==> config.mk <==
export PLATFORM = sky130hd
export DESIGN_NAME = wb_stage
export DESIGN_NICKNAME = d
export VERILOG_FILES = /design/src/common/cpu_pkg.sv /design/src/verilog/wb_stage.sv
export VERILOG_INCLUDE_DIRS = /design/src /design/src/common
export SDC_FILE = /design/constraint.sdc
export NUM_CORES = 1
export LEC_CHECK = 0
export BUFFER_PORTS_ARGS = -buffer_cell sky130_fd_sc_hd__buf_2
export CAP_MARGIN = 20
export CORE_MARGIN = 2
export CORE_UTILIZATION = 45
export DETAILED_ROUTE_END_ITERATION = 10
export PLACE_DENSITY = 0.78
export SETUP_SLACK_MARGIN = 0.2
export SKIP_CTS_REPAIR_TIMING = 1
export SLEW_MARGIN = 15
export SYNTH_ARGS = -nofsm -noshare
export SYNTH_HDL_FRONTEND = slang
export SYNTH_SLANG_ARGS = --single-unit
==> constraint.sdc <==
create_clock -name clk -period 5.95 [get_ports clk]
set_clock_uncertainty 0.05 [all_clocks]
set_input_delay 0.595 -clock clk [delete_from_list [all_inputs] [get_ports clk]]
set_output_delay 0.595 -clock clk [all_outputs]
set_load 0.005 [all_outputs]
==> src/common/pipe_settings.svh <==
`ifndef PIPE_SETTINGS_SVH
`define PIPE_SETTINGS_SVH

// data RAM depth, in 32-bit words
`define DATA_RAM_WORDS 256

// word index width into the data RAM
`define DATA_RAM_AW ($clog2(`DATA_RAM_WORDS))

// register file address width
`define RF_ADDR_W 5

`endif

==> src/common/cpu_pkg.sv <==
package cpu_pkg;

	////////////////////////////////////////////////////////////
	// load handling

	// how write-back forms the register value
	typedef enum logic [2:0] {
		LK_NONE = 3'd0,
		LK_LB   = 3'd1,
		LK_LBU  = 3'd2,
		LK_LH   = 3'd3,
		LK_LHU  = 3'd4,
		LK_LW   = 3'd5
	} load_kind_t;

	// anything other than none reads the RAM word
	function automatic logic is_load(load_kind_t kind);
		return kind != LK_NONE;
	endfunction

	////////////////////////////////////////////////////////////
	// read data word

	// byte lane 0 and halfword lane 0 are the low-order bits
	typedef union packed {
		logic [3:0][7:0]  bytes;
		logic [1:0][15:0] halves;
	} rdata_word_u;

endpackage

==> src/verilog/wb_stage.sv <==
`include "pipe_settings.svh"

module wb_stage (
	input  logic                     clk,
	input  logic                     reset,
	input  logic                     retire_hold,

	// from MEM
	input  logic                     in_valid,
	input  logic [31:0]              in_pc,
	input  logic [31:0]              in_alu_result,
	input  logic                     in_rf_we,
	input  logic [`RF_ADDR_W-1:0]    in_rf_waddr,
	input  cpu_pkg::load_kind_t      in_load_kind,
	input  cpu_pkg::rdata_word_u     in_rdata,
	output logic                     allow_in,

	// register file write port
	output logic                     rf_we,
	output logic [`RF_ADDR_W-1:0]    rf_waddr,
	output logic [31:0]              rf_wdata,

	// bypass toward decode
	output logic                     byp_valid,
	output logic [`RF_ADDR_W-1:0]    byp_waddr,
	output logic [31:0]              byp_data
);

	import cpu_pkg::*;

	logic        valid;
	logic [31:0] pc_q;
	logic [31:0] alu_q;
	logic        rf_we_q;
	load_kind_t  kind_q;
	rdata_word_u rdata_q;
	logic [7:0]  lane_b;
	logic [15:0] lane_h;
	logic [31:0] wdata;

	////////////////////////////////////////////////////////////
	// MEM/WB register

	assign allow_in = !valid || !retire_hold;

	always_ff @(posedge clk)
	begin
		if (reset)
			valid <= 1'b0;
		else if (allow_in)
			valid <= in_valid;
	end

	always_ff @(posedge clk)
	begin
		if (in_valid && allow_in)
		begin
			pc_q     <= in_pc;
			alu_q    <= in_alu_result;
			rf_we_q  <= in_rf_we;
			rf_waddr <= in_rf_waddr;
			kind_q   <= in_load_kind;
			rdata_q  <= in_rdata;
		end
	end

	////////////////////////////////////////////////////////////
	// load data extraction

	// lane picked by the low address bits
	assign lane_b = rdata_q.bytes[alu_q[1:0]];
	assign lane_h = rdata_q.halves[alu_q[1]];

	always_comb
	begin
		case (kind_q)
			LK_LB:   wdata = {{24{lane_b[7]}}, lane_b};
			LK_LBU:  wdata = {24'd0, lane_b};
			LK_LH:   wdata = {{16{lane_h[15]}}, lane_h};
			LK_LHU:  wdata = {16'd0, lane_h};
			LK_LW:   wdata = rdata_q;
			default: wdata = alu_q;
		endcase
	end

	// write port, gated by the retire hold
	assign rf_we    = valid && rf_we_q && !retire_hold;
	assign rf_wdata = wdata;

	// bypass sees the value before hold gating
	assign byp_valid = valid && rf_we_q;
	assign byp_waddr = rf_waddr;
	assign byp_data  = wdata;

	a_half_aligned: assert property (
		@(posedge clk) disable iff (reset)
		valid && (kind_q == LK_LH || kind_q == LK_LHU) |-> !alu_q[0]
	) else $error("odd halfword load address at pc %h", pc_q);

endmodule
==> flow_summary.ini, run 1 <==
[global_route]
grt_pass1_wl_um = 15000
antenna_found_initial = 0
grt_pass1_vias = 2809
gr-total-overflow = 0
grtUsageTotal_pct = 20.1
grt_max_degree = 74

[logic_synthesis]
ys_async_sr_fraction_pct = 0
synth_top_area_share_pct = 55.0
yosysTopAreaCell = edfxtp_1
syn_area_per_cell_um2 = 12.8
ys_ff_latch = 74
synth-seq-area-share_pct = 55.5
synth_fp_nets = 421
yosys_most_used_dff = edfxtp_1
synthCells = 312
syn_area_um2 = 3990
yosysMostFrequentCell = edfxtp_1
yosys.cell_types.count = 40
yosys-top-cells-count = 73 x edfxtp_1, 37 x buf_4, 23 x a22o_1, 19 x nand3_1
synthTopCellsByArea = edfxtp_1 55%, buf_4 7.0%, a22o_1 5.1%
synth-edff-count = 73
ys_warn_count = 0

[critical_path]
worstSetupStartpointType = flop
cp.required_ns = 5.31
path_class = reg -> out
cpMaxStageDelayCell = nor2b_1
reg2regPathDepth = 2
reg2reg_slack_ns = 4.35
end_kind = primary output
worstPathArrival_ns = 3.03
worst-path-max-fanout = 21
max_stage_delay_ns = 0.74
cp_cell_sequence = buf_8 > nor2b_1 > o22ai_1 > a211oi_1 > o21ai_0 > buf_2
critPathTopFamily = compound AO/OA/AOI/OAI gates
worst-path-buf-inv = 2
critical_path_depth = 6

[clocking]
clkTransAtPathRegs_ns = 0.07
cts_tree = yes
clock_latency_ns = 0.34
cts_sinks = 74
cts_buffer_depth = 2
htree_levels = 3
clock-root-buffer = clkbuf_8
cts_buffers = 9

[route]
wl_um = 9970
drc = 0
firstDrtPassIters = 5
via_per_inst = 5.82
drtIter0Drc = 302
antenna_left = 0
post_drt_wl_per_cell_um = 18.7
via_count = 3100

[cells_and_area]
multiInputGateArea_um2 = 1370
post-route-util_pct = 54.5
fin_area_um2 = 4730
layout.nets = 529
area_growth_pct = 18.5
fillers = 743
seqCellArea_um2 = 2210
drive_gt1_share_pct = 43.3
num_antenna_cells = 0

[floorplanning]
start_util_pct = 46.0
rows = 34
die_x_um = 98.2
top_level_ports = 186
coreArea_um2 = 8680
die_area_um2 = 9630
die_h_um = 98.2

[flow_run]
max_cap_violations = 0

[placement]
placed_area_um2 = 4520
port_buffers = 153
dp_hpwl_um = 6780
gp_congestion = 0.836

[power_and_ir_drop]
ir_drop_v = 0.000177
p_leak_uw = 0.00196
power_density_nw_per_um2 = 255

[min_path]
hp-class = in -> reg
hold_depth = 2

[timing]
finalCriticalPeriod_ns = 3.67
hold_viol = 0
rsz0062_at_grt = no
worstMarginPinSlew_ns = 0.952
setup_tns_ns = 0
max_freq_ghz = 0.272
slew_headroom_pct = 36.4
setup_viol = 0
post-route-period-util_pct = 61.8
finalMaxSlewViolations = 0

[status]
status = complete, no violations
state kept, by name (all words and copies together) (netlist names):
name and flops:
rdata_q 32, kind_q 3, valid 1, alu_q 32
byp_waddr 5, rf_we_q 1
worst register-to-register path, delay by kind of cell (launching register included):
| kind | cells | cell delay, ns |
|---|---|---|
| simple gates | 2 | 0.82 |
| flops | 1 | 0.32 |
where the power goes:
group          switching [uW]  internal, uW
sequential               25.8           611
combinational             118           113
clock                     179           160
total                     322           885
cell families (layout without fill, tap and decap cells):
logic type             Yosys count  after routing  share of synthesized area, %
buffers and inverters           67            180                          10.4
multiplexers                    16             16                          7.00
AO/OA/AOI/OAI                   98             98                          19.8
flip-flops                      74             74                          55.5
AND/OR/NAND/NOR                 57             57                          7.40
worst paths after layout:
path / to / start
hold reg to reg: valid / valid
setup / recovery: rf_wdata[0] / kind_q[0]
setup reg to reg: rdata_q[1] / valid
hold / removal: valid / reset
stage by stage:
| stage | setup slack, ns | instances | hold WS [ns] | total power, uW |
|---|---|---|---|---|
| 3_5_place_dp | 2.57 | 514 | 0.439 | 877 |
| 3_3_place_gp | 2.65 | 514 | 0.431 | 869 |
| 2_1_floorplan | 3.06 | 312 | 0.415 | 806 |
| 6_report | 2.28 | 533 | 0.348 | 1210 |
| 5_1_grt | 2.04 | 533 | 0.342 | 1260 |
| 4_1_cts | 2.18 | 530 | 0.328 | 1220 |
layer usage:
layer | GRT usage, % | wire length [um] | vias up
li1 | - | - | 1433
met1 | 26.7 | 4040 | 1471
met2 | 32.3 | 4910 | 169
met3 | 3.87 | 766 | 27
met4 | 8.75 | 251 | 0
met5 | 0 | 0 | -
layout by cell type, fill, tap and decap left out, types with 3 or more instances in the layout:
master,count
o21ai_0,6
nand2_1,14
nor2_1,9
a221o_1,17
mux4_1,5
o2bb2ai_1,8
clkbuf_8,10
buf_4,6
a21oi_1,17
clkinv_2,3
edfxtp_1,73
buf_2,153
a222oi_1,7
mux4_2,3
nor2b_1,5
a22o_1,23
a211oi_1,5
nand2b_1,3
mux2i_1,8
nand3_1,19
layout make-up:
type / count / share of cell area [%]
well taps: 108 / 2.86
inverters: 4 / 0.318
flip-flops and latches: 74 / 46.8
clock inverters: 5 / 0.635
clock buffers: 11 / 2.99
repair buffers: 160 / 17.5
multi-input cells: 171 / 28.9
No activity file was read; power rests on OpenSTA's default activity.
==> inputs of run 2 (changes only) <==
==> constraint.sdc (replaced) <==
create_clock -name clk -period 3.66 [get_ports clk]
set_clock_uncertainty 0.05 [all_clocks]
set_input_delay 0.366 -clock clk [delete_from_list [all_inputs] [get_ports clk]]
set_output_delay 0.366 -clock clk [all_outputs]
set_load 0.005 [all_outputs]
==> run 2 against run 1 <==
Compared with the run above: sequential cell count unchanged; global-route usage grew 1.1 points; die area unchanged; core utilization up 0.50 points; first-iteration DRC count down 21%; critical path type unchanged; critical endpoint unchanged; largest power group unchanged; highest routed layer unchanged.
==> flow_summary.ini, run 2 (synthesized netlist as in run 1, its figures left out) <==
[power_and_ir_drop]
seq_power_share_pct = 50.6
p_clk_share_pct = 31.5
p_switching_uw = 566
power_density_nw_per_um2 = 433
p_int_uw = 1500
power_frac_comb_pct = 18.0
p_leak_uw = 0.00198
ir_drop_v = 0.000256
netSwitchingFraction_pct = 27.4

[route]
wl_um = 10300
post_drt_wl_per_cell_um = 19.3
antenna_left = 0
via_count = 3162
firstDrtPassIters = 5
drc = 0
via_per_inst = 5.90
drtIter0Drc = 239

[clocking]
cts_sinks = 74
clock_latency_ns = 0.37
htree_levels = 3
cts_buffers = 9
clock-root-buffer = clkbuf_8
cts_buffer_depth = 2
cts_tree = yes
clkTransAtPathRegs_ns = 0.09

[floorplanning]
start_util_pct = 46.0
rows = 34
die_h_um = 98.2
die_area_um2 = 9630
top_level_ports = 186
die_x_um = 98.2
coreArea_um2 = 8680

[timing]
finalCriticalPeriod_ns = 3.25
rsz0062_at_grt = no
worstMarginPinSlew_ns = 0.945
post-route-period-util_pct = 88.7
setup_tns_ns = 0
max_freq_ghz = 0.308
hold_viol = 0
finalMaxSlewViolations = 0
slew_headroom_pct = 37.0
setup_viol = 0

[min_path]
worstHoldStart = reset
min_to = valid
hp-class = in -> reg
hold_depth = 2

[global_route]
antenna_found_initial = 0
grt_pass1_wl_um = 15600
grt_max_degree = 74
grtUsageTotal_pct = 21.2
grt_pass1_vias = 2980
gr-total-overflow = 0

[placement]
port_buffers = 153
gp_congestion = 0.850
dp_hpwl_um = 7080

[cells_and_area]
drive_gt1_share_pct = 43.9
post-route-util_pct = 55.0
most-common-layout-cells = 153 x buf_2, 73 x edfxtp_1, 23 x a22o_1
final_common_cell = buf_2
area_growth_pct = 19.6
num_antenna_cells = 0
layout.nets = 532
fillers = 734

[critical_path]
worstSetupStartpointType = flop
end_kind = primary output
worstPathArrival_ns = 2.83
reg2regPathDepth = 2
worst-path-max-fanout = 21
path_class = reg -> out
rr_startpoint = valid
cp.required_ns = 3.24
reg2reg_slack_ns = 2.00
reg2reg_to = alu_q[31]

[flow_run]
max_cap_violations = 0

[status]
status = complete, no violations
run 2: cell count changes in the layout (fill, tap and decap cells not counted), sizes merged:
cell    delta
bufinv     +1
buf        +3
inv        +2
clkbuf     -2
clkinv     -1
run 2: through the flow:
step | total power (uW) | instance area [um^2] | hold slack, ns | instances | setup WS (ns)
final | 2060 | 4770 | 0.0901 | 536 | 0.413
after global routing | 2150 | 4770 | 0.0772 | 536 | 0.211
after CTS | 2070 | 4770 | 0.0863 | 536 | 0.473
after detailed placement | 1430 | 4570 | 0.475 | 520 | 0.875
after global placement | 1420 | 4570 | 0.434 | 520 | 0.928
after floorplan | 1310 | 3990 | 0.388 | 312 | 0.999
run 2: final cells by class:
class / count / area [um^2] / area share (%)
Sequential cell: 74 / 2210 / 46.4
Multi-Input combinational cell: 171 / 1370 / 28.6
Timing Repair Buffer: 163 / 841 / 17.6
Tap cell: 108 / 135 / 2.83
Clock buffer: 9 / 124 / 2.60
Clock inverter: 7 / 76.3 / 1.60
Inverter: 4 / 15.0 / 0.315
run 2: worst max-delay path, stage by stage (launching register included):
cell	delay, ns
edfxtp_1	0.82
clkinv_1	0.50
o22ai_1	0.47
a211oi_1	0.14
o21ai_0	0.36
buf_2	0.19
run 2: worst max-delay path by stage:
stage | from | to | slack (ns) | cells past startpoint
detailed placement | kind_q[2] | rf_wdata[0] | 0.88 | 5
floorplan | retire_hold | alu_q[0] | 1.0 | 2
global placement | kind_q[2] | byp_data[0] | 0.93 | 5
CTS | kind_q[2] | rf_wdata[0] | 0.47 | 5
global route | kind_q[2] | byp_data[0] | 0.21 | 5
finish | kind_q[2] | rf_wdata[0] | 0.41 | 5
run 2: layer usage:
layer	part of all wire (%)	global-route usage, %	routed length (um)	up-vias
li1	-	-	-	1435
met1	40	26.9	4110	1525
met2	49	35.8	5090	177
met3	8.4	4.94	865	25
met4	2.4	7.90	252	0
met5	0	0	0	-
run 2: power by group through the flow:
stage                     registers (uW)  logic (uW)  clock network [uW]
final                               1040         371                 649
after CTS                           1040         373                 659
after detailed placement            1060         372                   0
after global routing                1050         405                 696
after floorplan                     1040         275                   0
after global placement              1060         361                   0
