File: src/common/pipe_settings.svh
`ifndef PIPE_SETTINGS_SVH
`define PIPE_SETTINGS_SVH

// data RAM depth, in 32-bit words
`define DATA_RAM_WORDS 256

// word index width into the data RAM
`define DATA_RAM_AW ($clog2(`DATA_RAM_WORDS))

// register file address width
`define RF_ADDR_W 5

`endif

File: src/common/cpu_pkg.sv
package cpu_pkg;

	////////////////////////////////////////////////////////////
	// load handling

	// how write-back forms the register value
	typedef enum logic [2:0] {
		LK_NONE = 3'd0,
		LK_LB   = 3'd1,
		LK_LBU  = 3'd2,
		LK_LH   = 3'd3,
		LK_LHU  = 3'd4,
		LK_LW   = 3'd5
	} load_kind_t;

	// anything other than none reads the RAM word
	function automatic logic is_load(load_kind_t kind);
		return kind != LK_NONE;
	endfunction

	////////////////////////////////////////////////////////////
	// read data word

	// byte lane 0 and halfword lane 0 are the low-order bits
	typedef union packed {
		logic [3:0][7:0]  bytes;
		logic [1:0][15:0] halves;
	} rdata_word_u;

endpackage

File: src/mem_stage/mem_stage.sv
`include "pipe_settings.svh"

module mem_stage (
	input  logic                     clk,
	input  logic                     reset,

	// from execute
	input  logic                     in_valid,
	input  logic [31:0]              in_pc,
	input  logic [31:0]              in_alu_result,
	input  logic                     in_rf_we,
	input  logic [`RF_ADDR_W-1:0]    in_rf_waddr,
	input  cpu_pkg::load_kind_t      in_load_kind,
	input  logic [31:0]              ram_rdata,
	output logic                     allow_in,

	// to write-back
	input  logic                     wb_allow_in,
	output logic                     out_valid,
	output logic [31:0]              out_pc,
	output logic [31:0]              out_alu_result,
	output logic                     out_rf_we,
	output logic [`RF_ADDR_W-1:0]    out_rf_waddr,
	output cpu_pkg::load_kind_t      out_load_kind,
	output cpu_pkg::rdata_word_u     out_rdata,

	// bypass toward decode
	output logic                     byp_valid,
	output logic [`RF_ADDR_W-1:0]    byp_waddr,
	output logic [31:0]              byp_data,
	output logic                     byp_is_load
);

	import cpu_pkg::*;

	logic        valid;
	logic        first;
	logic [31:0] rdata_hold;

	////////////////////////////////////////////////////////////
	// handshake

	// access finishes in one cycle
	assign allow_in  = !valid || wb_allow_in;
	assign out_valid = valid;

	always_ff @(posedge clk)
	begin
		if (reset)
			valid <= 1'b0;
		else if (allow_in)
			valid <= in_valid;
	end

	// high only in the cycle right after an accept
	always_ff @(posedge clk)
	begin
		if (reset)
			first <= 1'b0;
		else
			first <= in_valid && allow_in;
	end

	////////////////////////////////////////////////////////////
	// EXE/MEM register

	always_ff @(posedge clk)
	begin
		if (in_valid && allow_in)
		begin
			out_pc         <= in_pc;
			out_alu_result <= in_alu_result;
			out_rf_we      <= in_rf_we;
			out_rf_waddr   <= in_rf_waddr;
			out_load_kind  <= in_load_kind;
		end
	end

	////////////////////////////////////////////////////////////
	// read data capture

	always_ff @(posedge clk)
	begin
		if (first)
			rdata_hold <= ram_rdata;
	end

	// live RAM output on the first cycle, held copy after that
	assign out_rdata = first ? ram_rdata : rdata_hold;

	////////////////////////////////////////////////////////////
	// bypass

	assign byp_valid   = valid && out_rf_we;
	assign byp_waddr   = out_rf_waddr;
	assign byp_data    = out_alu_result;
	assign byp_is_load = is_load(out_load_kind);

	// a stalled offer keeps its whole payload, read data included
	a_hold_stable: assert property (
		@(posedge clk) disable iff (reset)
		out_valid && !wb_allow_in |=> out_valid && $stable(out_pc) &&
			$stable(out_alu_result) && $stable(out_rf_we) &&
			$stable(out_rf_waddr) && $stable(out_load_kind) && $stable(out_rdata)
	) else $error("MEM payload changed while stalled");

	a_reset_empty: assert property (
		@(posedge clk) reset |=> !out_valid
	) else $error("MEM valid after reset");

endmodule

File: config.mk
export PLATFORM = sky130hd
export DESIGN_NAME = mem_stage
export DESIGN_NICKNAME = d
export VERILOG_FILES = /design/src/common/cpu_pkg.sv /design/src/mem_stage/mem_stage.sv
export VERILOG_INCLUDE_DIRS = /design/src /design/src/common
export SDC_FILE = /design/constraint.sdc
export NUM_CORES = 1
export LEC_CHECK = 0
export BUFFER_PORTS_ARGS = -buffer_cell sky130_fd_sc_hd__buf_2
export CELL_PAD_IN_SITES_DETAIL_PLACEMENT = 1
export CELL_PAD_IN_SITES_GLOBAL_PLACEMENT = 1
export CORE_UTILIZATION = 33
export CTS_BUF_LIST = sky130_fd_sc_hd__clkbuf_8
export CTS_CLUSTER_SIZE = 12
export DETAILED_ROUTE_END_ITERATION = 10
export PLACE_DENSITY_LB_ADDON = 0.1
export SYNTH_ARGS = -nofsm -noshare
export SYNTH_HDL_FRONTEND = slang
export SYNTH_SLANG_ARGS = --single-unit
File: constraint.sdc
create_clock -name clk -period 3.3 [get_ports clk]
set_input_delay 0.165 -clock clk [delete_from_list [all_inputs] [get_ports clk]]
set_output_delay 0.165 -clock clk [all_outputs]
set_load 0.03 [all_outputs]
==> flow_summary.ini, run 1 <==
[worst_setup_path]
cp-start-kind = flip-flop
crit_fanout = 32
path_buf_inv = 1
endpoint_kind = primary output
crit_slowest_cell = dfxtp_2
worst_ep_required_time_ns = 3.13
cp.arrival_ns = 2.03
crit_path_max_incr_delay_ns = 1.03
path_delay_family = flip-flops
worstPathCellList = mux2_2 > buf_2
worst-setup-path-type = reg2out

[sta]
fin_crit_ns = 2.194
worst_slew_pin_slew_ns = 1.055
final.setup.tns_ns = 0
worst_hold_slack_ns = 0.02151
timing.final.hold_violations = 0
period_share_pct = 66.48
max_clock_freq_mhz = 455.8
skew_ns = 0.009346
relSlewSlack_pct = 29.64
drv_slew = 0
rsz0062_at_grt = no
setup_viol = 0

[placement]
place.gp.congestion = 0.7263
dp.cells = 540
placed_area_um2 = 4837
numPortBuffers = 254

[route]
first_iter_violations = 58
routed_wl_mm = 10.16
vias_per_cell = 4.110
first_pass_iters = 4
wl_per_cell_um = 16.12
ant_nets = 0
route.detailed.drc = 0
route.vias.total = 2589

[cts]
cts_post_setup_buffers_inserted = 0
cts_tree = done
clk_pin_slew_ns = 0.10
clock_tree.root_cell = clkbuf_8
cts_resized = 0
clockBufferDepth = 2
numCtsBuffers = 9
cts.sinks = 107
cts_max_level = 3
worstSkewPairLatency_ns = 0.37

[grt]
antenna_found_initial = 0
gr-total-overflow = 0
grt_pass1_wl_mm = 14.50
grt_pass1_vias = 2770
track_usage_pct = 16.89
grt_max_degree = 74

[yosys]
netlist_area_um2 = 3736
synth_area_leaders = edfxtp_1 (59%), dfxtp_1 (18%), mux2_4 (12%)
yosys_warnings = 0
netlist.area_leader.share_pct = 58.67
synth-seq-cells = 107
yosys.area.top_type = edfxtp_1
synthesis.nets = 296
synth_seq_area_share_pct = 76.89
netlist-cell-type-count = 13
syn_inst = 187
postSynthAreaPerCell_um2 = 19.98

[power_and_ir_drop]
clkPwrFrac_pct = 27.4
switching_share_pct = 29.03
power.static_leakage_nw = 2.663
power_density_nw_per_um2 = 561.2
combPwrFrac_pct = 22.9
p_int_mw = 2.311
peakVddDrop_mv = 0.2228
power_frac_seq_pct = 49.8
p_sw_mw = 0.9451

[floorplan]
num_rows = 38
fp.dieW_um = 108.4
core_um2 = 10940
start_util_pct = 34.16
fp.dieH_um = 108.4
io_pins = 255
dieArea_um2 = 11750

[finish]
final_nets = 594
final_area_um2 = 5802
final_cells = 630
postLayoutCoreUtil_pct = 53.05
area_delta_synth_final_pct = 55.29
antenna_cells = 0
drive_above_1_share_pct = 62.04

[status]
outcome = complete, no violations

[min_path]
min_path_type = in2reg

[flow_run]
drv_cap = 0
## state kept, by name, indices dropped and copies added, names as in the netlist
name / flops
byp_data: 32
out_valid: 1
out_load_kind: 3
byp_waddr: 5
rdata_hold: 32
out_pc: 32
out_rf_we: 1
first: 1
## area by class of cell
| class | count | area [um^2] |
|---|---|---|
| inverters | 1 | 3.754 |
| multi-input cells | 38 | 513.0 |
| fillers | 1187 | 5134 |
| well taps | 140 | 175.2 |
| clock inverters | 6 | 86.33 |
| clock buffers | 10 | 137.6 |
| repair buffers | 328 | 2012 |
| flip-flops and latches | 107 | 2874 |
## synthesized netlist by cell type
| cell type | instances |
|---|---|
| inv_1 | 1 |
| dfxtp_1 | 34 |
| buf_6 | 1 |
| edfxtp_1 | 73 |
| buf_4 | 37 |
| a21oi_1 | 1 |
| nand2b_1 | 1 |
| nor3b_1 | 1 |
| buf_12 | 3 |
| mux2_4 | 30 |
| mux2_2 | 2 |
| and2_1 | 2 |
| or3_1 | 1 |
## cells by family (layout without fill, tap and decap cells)
family                 Yosys count  count (layout)  synth area share [%]
flip-flops                     107             107                 76.89
multiplexers                    32              32                 12.66
AO/OA/AOI/OAI                    1               1                0.1338
buffers and inverters           42             345                 9.444
AND/OR/NAND/NOR                  5               5                0.8710
## per-layer routing
| layer | vias up | global-route usage, % | wire length [um] |
|---|---|---|---|
| li1 | 1228 | - | - |
| met1 | 1209 | 17.72 | 3774 |
| met2 | 144 | 31.01 | 5383 |
| met3 | 8 | 6.209 | 875 |
| met4 | 0 | 5.405 | 122 |
| met5 | - | 0 | 0 |
## per-stage QoR
step / power (mW) / setup slack [ns]
5_1_grt: 3.384 / 0.9906
4_1_cts: 3.278 / 1.042
2_1_floorplan: 2.141 / 0.3431
3_5_place_dp: 2.323 / 1.471
6_report: 3.256 / 1.106
3_3_place_gp: 2.313 / 1.514
## placed cells by master, fill, tap and decap left out
cell           count
a21oi_1            1
and2_1             1
and2_4             1
buf_2            254
bufinv_16          2
clkbuf_8          10
clkinv_2           2
clkinvlp_4         1
dfxtp_1           33
dfxtp_2            1
dlygate4sd3_1     74
edfxtp_1          73
inv_1              1
inv_6              1
mux2_2             2
mux2_4            30
nand2b_1           1
nor3b_1            1
or3_1              1
## power groups by stage
| stage | clock network, mW | logic, mW | registers, mW |
|---|---|---|---|
| global route | 0.965 | 0.785 | 1.63 |
| detailed placement | 0 | 0.673 | 1.65 |
| floorplan | 0 | 0.399 | 1.74 |
| CTS | 0.911 | 0.747 | 1.62 |
| global placement | 0 | 0.667 | 1.65 |
| finish | 0.891 | 0.744 | 1.62 |
## worst reg2reg max path, stage by stage (launching register included)
cell and delay (ns):
dfxtp_1 0.33, nand2b_1 0.13, and2_4 0.79
## path summary, 6_finish.rpt
kind | from | endpoint | slack (ns) | cells after the start
setup / recovery | first | out_rdata[29] | 1.11 | 2
hold / removal | ram_rdata[9] | rdata_hold[9] | 0.02 | 2
setup reg to reg | out_valid | out_pc[29] | 1.62 | 2
hold reg to reg | rdata_hold[21] | rdata_hold[21] | 0.48 | 1
## what timing repair did
| action | CTS | global route |
|---|---|---|
| hold endpoints to repair | 75 | 0 |
| hold buffers | 74 | 0 |
| setup endpoints to repair | 0 | 0 |
Power figures use the tool's default switching activity.
==> run 2: changes to the inputs <==
CORE_UTILIZATION = 30   (was 33)
clock period = 1.8 ns   (was 3.3 ns; I/O delays follow)
==> run 2 against run 1 <==
  * Combinational power increased by 96%
  * Clock power rose by 90%
  * Final area rose by 8.1%
  * Via count up 6.5%
  * Clock skew down 0.0033 ns
  * Worst setup slack got worse by 0.99 ns
  * Flip-flop and latch count unchanged
  * Total power is 87% higher
  * Final cell count increased by 11%
  * Worst hold slack improved by 0.16 ns
  * Largest cell class unchanged
  * Count of clock-buffer cells in the layout is 1 lower
  * Die area up 9.8%
==> flow_summary.ini, run 2 (same netlist as run 1, synthesis figures left out) <==
[status]
outcome = complete, no violations

[floorplan]
fp.dieH_um = 113.6
core_um2 = 12060
dieArea_um2 = 12900
io_pins = 255
start_util_pct = 30.98
num_rows = 40
fp.dieW_um = 113.6

[route]
vias_per_cell = 3.948
routed_wl_mm = 10.55
wl_per_cell_um = 15.12
first_pass_iters = 4
first_iter_violations = 63
ant_nets = 0
route.vias.total = 2756
route.detailed.drc = 0

[finish]
layout_common_cells = buf_2 (254), dlygate4sd3_1 (108), edfxtp_1 (73), dfxtp_1 (33), mux2_4 (30)
antenna_cells = 0
final_nets = 634
final_common_cell = buf_2
postLayoutCoreUtil_pct = 51.98
multi_input_area_um2 = 513.0
fillers = 1277
seq_area_um2 = 2877
final_area_um2 = 6270
drive_above_1_share_pct = 58.11
area_delta_synth_final_pct = 67.82

[cts]
numCtsBuffers = 9
cts.sinks = 107
clk_pin_slew_ns = 0.09
cts_max_level = 3
clockBufferDepth = 2
cts_tree = done
worstSkewPairLatency_ns = 0.37
clock_tree.root_cell = clkbuf_8

[grt]
track_usage_pct = 16.63
antenna_found_initial = 0
grt_pass1_vias = 3009
grt_pass1_wl_mm = 15.72
gr-total-overflow = 0
grt_max_degree = 25

[min_path]
whs_endpoint = first
whs_path_depth = 3
min_path_type = in2reg
hold_start = wb_allow_in

[sta]
worst_slew_pin_slew_ns = 0.3172
rsz0062_at_grt = no
period_share_pct = 93.66
final.setup.tns_ns = 0
relSlewSlack_pct = 78.85
setup_viol = 0
fin_crit_ns = 1.686
timing.final.hold_violations = 0
worst_hold_slack_ns = 0.1780
drv_slew = 0
skew_ns = 0.006032
max_clock_freq_mhz = 593.2

[worst_setup_path]
worst-setup-path-type = reg2out
crit_fanout = 9
worst_ep_required_time_ns = 1.71
worstPathCellList = buf_4 > mux2_4 > buf_2
endpoint_kind = primary output
path_delay_family = flip-flops
crit_path_max_incr_delay_ns = 0.46
crit_slowest_cell = dfxtp_4
rr_worst_depth = 3
reg2reg_slack_ns = 0.47
crit-reg2reg-launch = out_valid
cp-start-kind = flip-flop
rr_endpoint = byp_data[16]
path_buf_inv = 2
cp.arrival_ns = 1.60

[placement]
place.gp.congestion = 0.7232
numPortBuffers = 254
dpl.hpwl_mm = 6.986
placed_area_um2 = 4955

[power_and_ir_drop]
peakVddDrop_mv = 0.7546
power.static_leakage_nw = 2.858
power_density_nw_per_um2 = 972.6

[flow_run]
drv_cap = 0
[run 2: changes by cell type in the layout (fill, tap and decap cells not counted), sizes merged]
cell,change
clkinvlp,-1
bufinv,+1
buf,+6
clkbuf,-1
clkinv,+1
dlygate4sd3,+34
[run 2: how the worst max path moves through the flow]
stage | start | slack, ns | depth (start not counted) | to
5_1_grt | first | 0.03 | 3 | out_rdata[18]
3_3_place_gp | first | 0.42 | 3 | out_rdata[3]
2_1_floorplan | out_valid | 0.005 | 2 | byp_data[0]
3_5_place_dp | first | 0.41 | 3 | out_rdata[8]
6_report | first | 0.11 | 3 | out_rdata[18]
4_1_cts | first | 0.07 | 3 | out_rdata[8]
[run 2: per-layer routing]
metal  wire, um  vias up  global-route usage, %
met5          0        -                      0
met4        150        0                  5.088
met3        929       11                  6.908
met2       5856      145                  31.87
met1       3615     1293                  16.01
li1           -     1307                      -
[run 2: where the power goes]
part / leakage (nW) / total [mW] / switching [mW] / internal [mW]
Clock: 0.122 / 1.69 / 0.776 / 0.909
Sequential: 0.993 / 2.95 / 0.0786 / 2.87
Combinational: 1.74 / 1.46 / 0.856 / 0.607
Total: 2.86 / 6.10 / 1.71 / 4.39
[run 2: layout make-up]
cell class                      count  share of cell area, %
Timing Repair Buffer              368                  38.83
Inverter                            1                0.05987
Multi-Input combinational cell     38                  8.182
Tap cell                          168                  3.353
Clock buffer                        9                  1.976
Sequential cell                   107                  45.88
Clock inverter                      7                  1.716
[run 2: repair_timing]
action,4_1_cts,5_1_grt
resized for setup,1,0
hold buffers,108,0
endpoints found under the setup margin,9,0
buffers inserted,0,0
endpoints found under the hold margin,107,0
[run 2: worst reg2reg max path, stage by stage, from the launching register on]
cell and delay [ns]:
dfxtp_1 0.33, nand2b_1 0.12, and2_4 0.37, buf_12 0.23
[run 2: stage by stage]
step / std cells / setup slack, ns / power, mW
2_1_floorplan: 187 / 0.005232 / 3.921
3_5_place_dp: 574 / 0.4106 / 4.276
3_3_place_gp: 574 / 0.4234 / 4.266
4_1_cts: 698 / 0.07141 / 6.165
5_1_grt: 698 / 0.03349 / 6.360
6_report: 698 / 0.1141 / 6.098
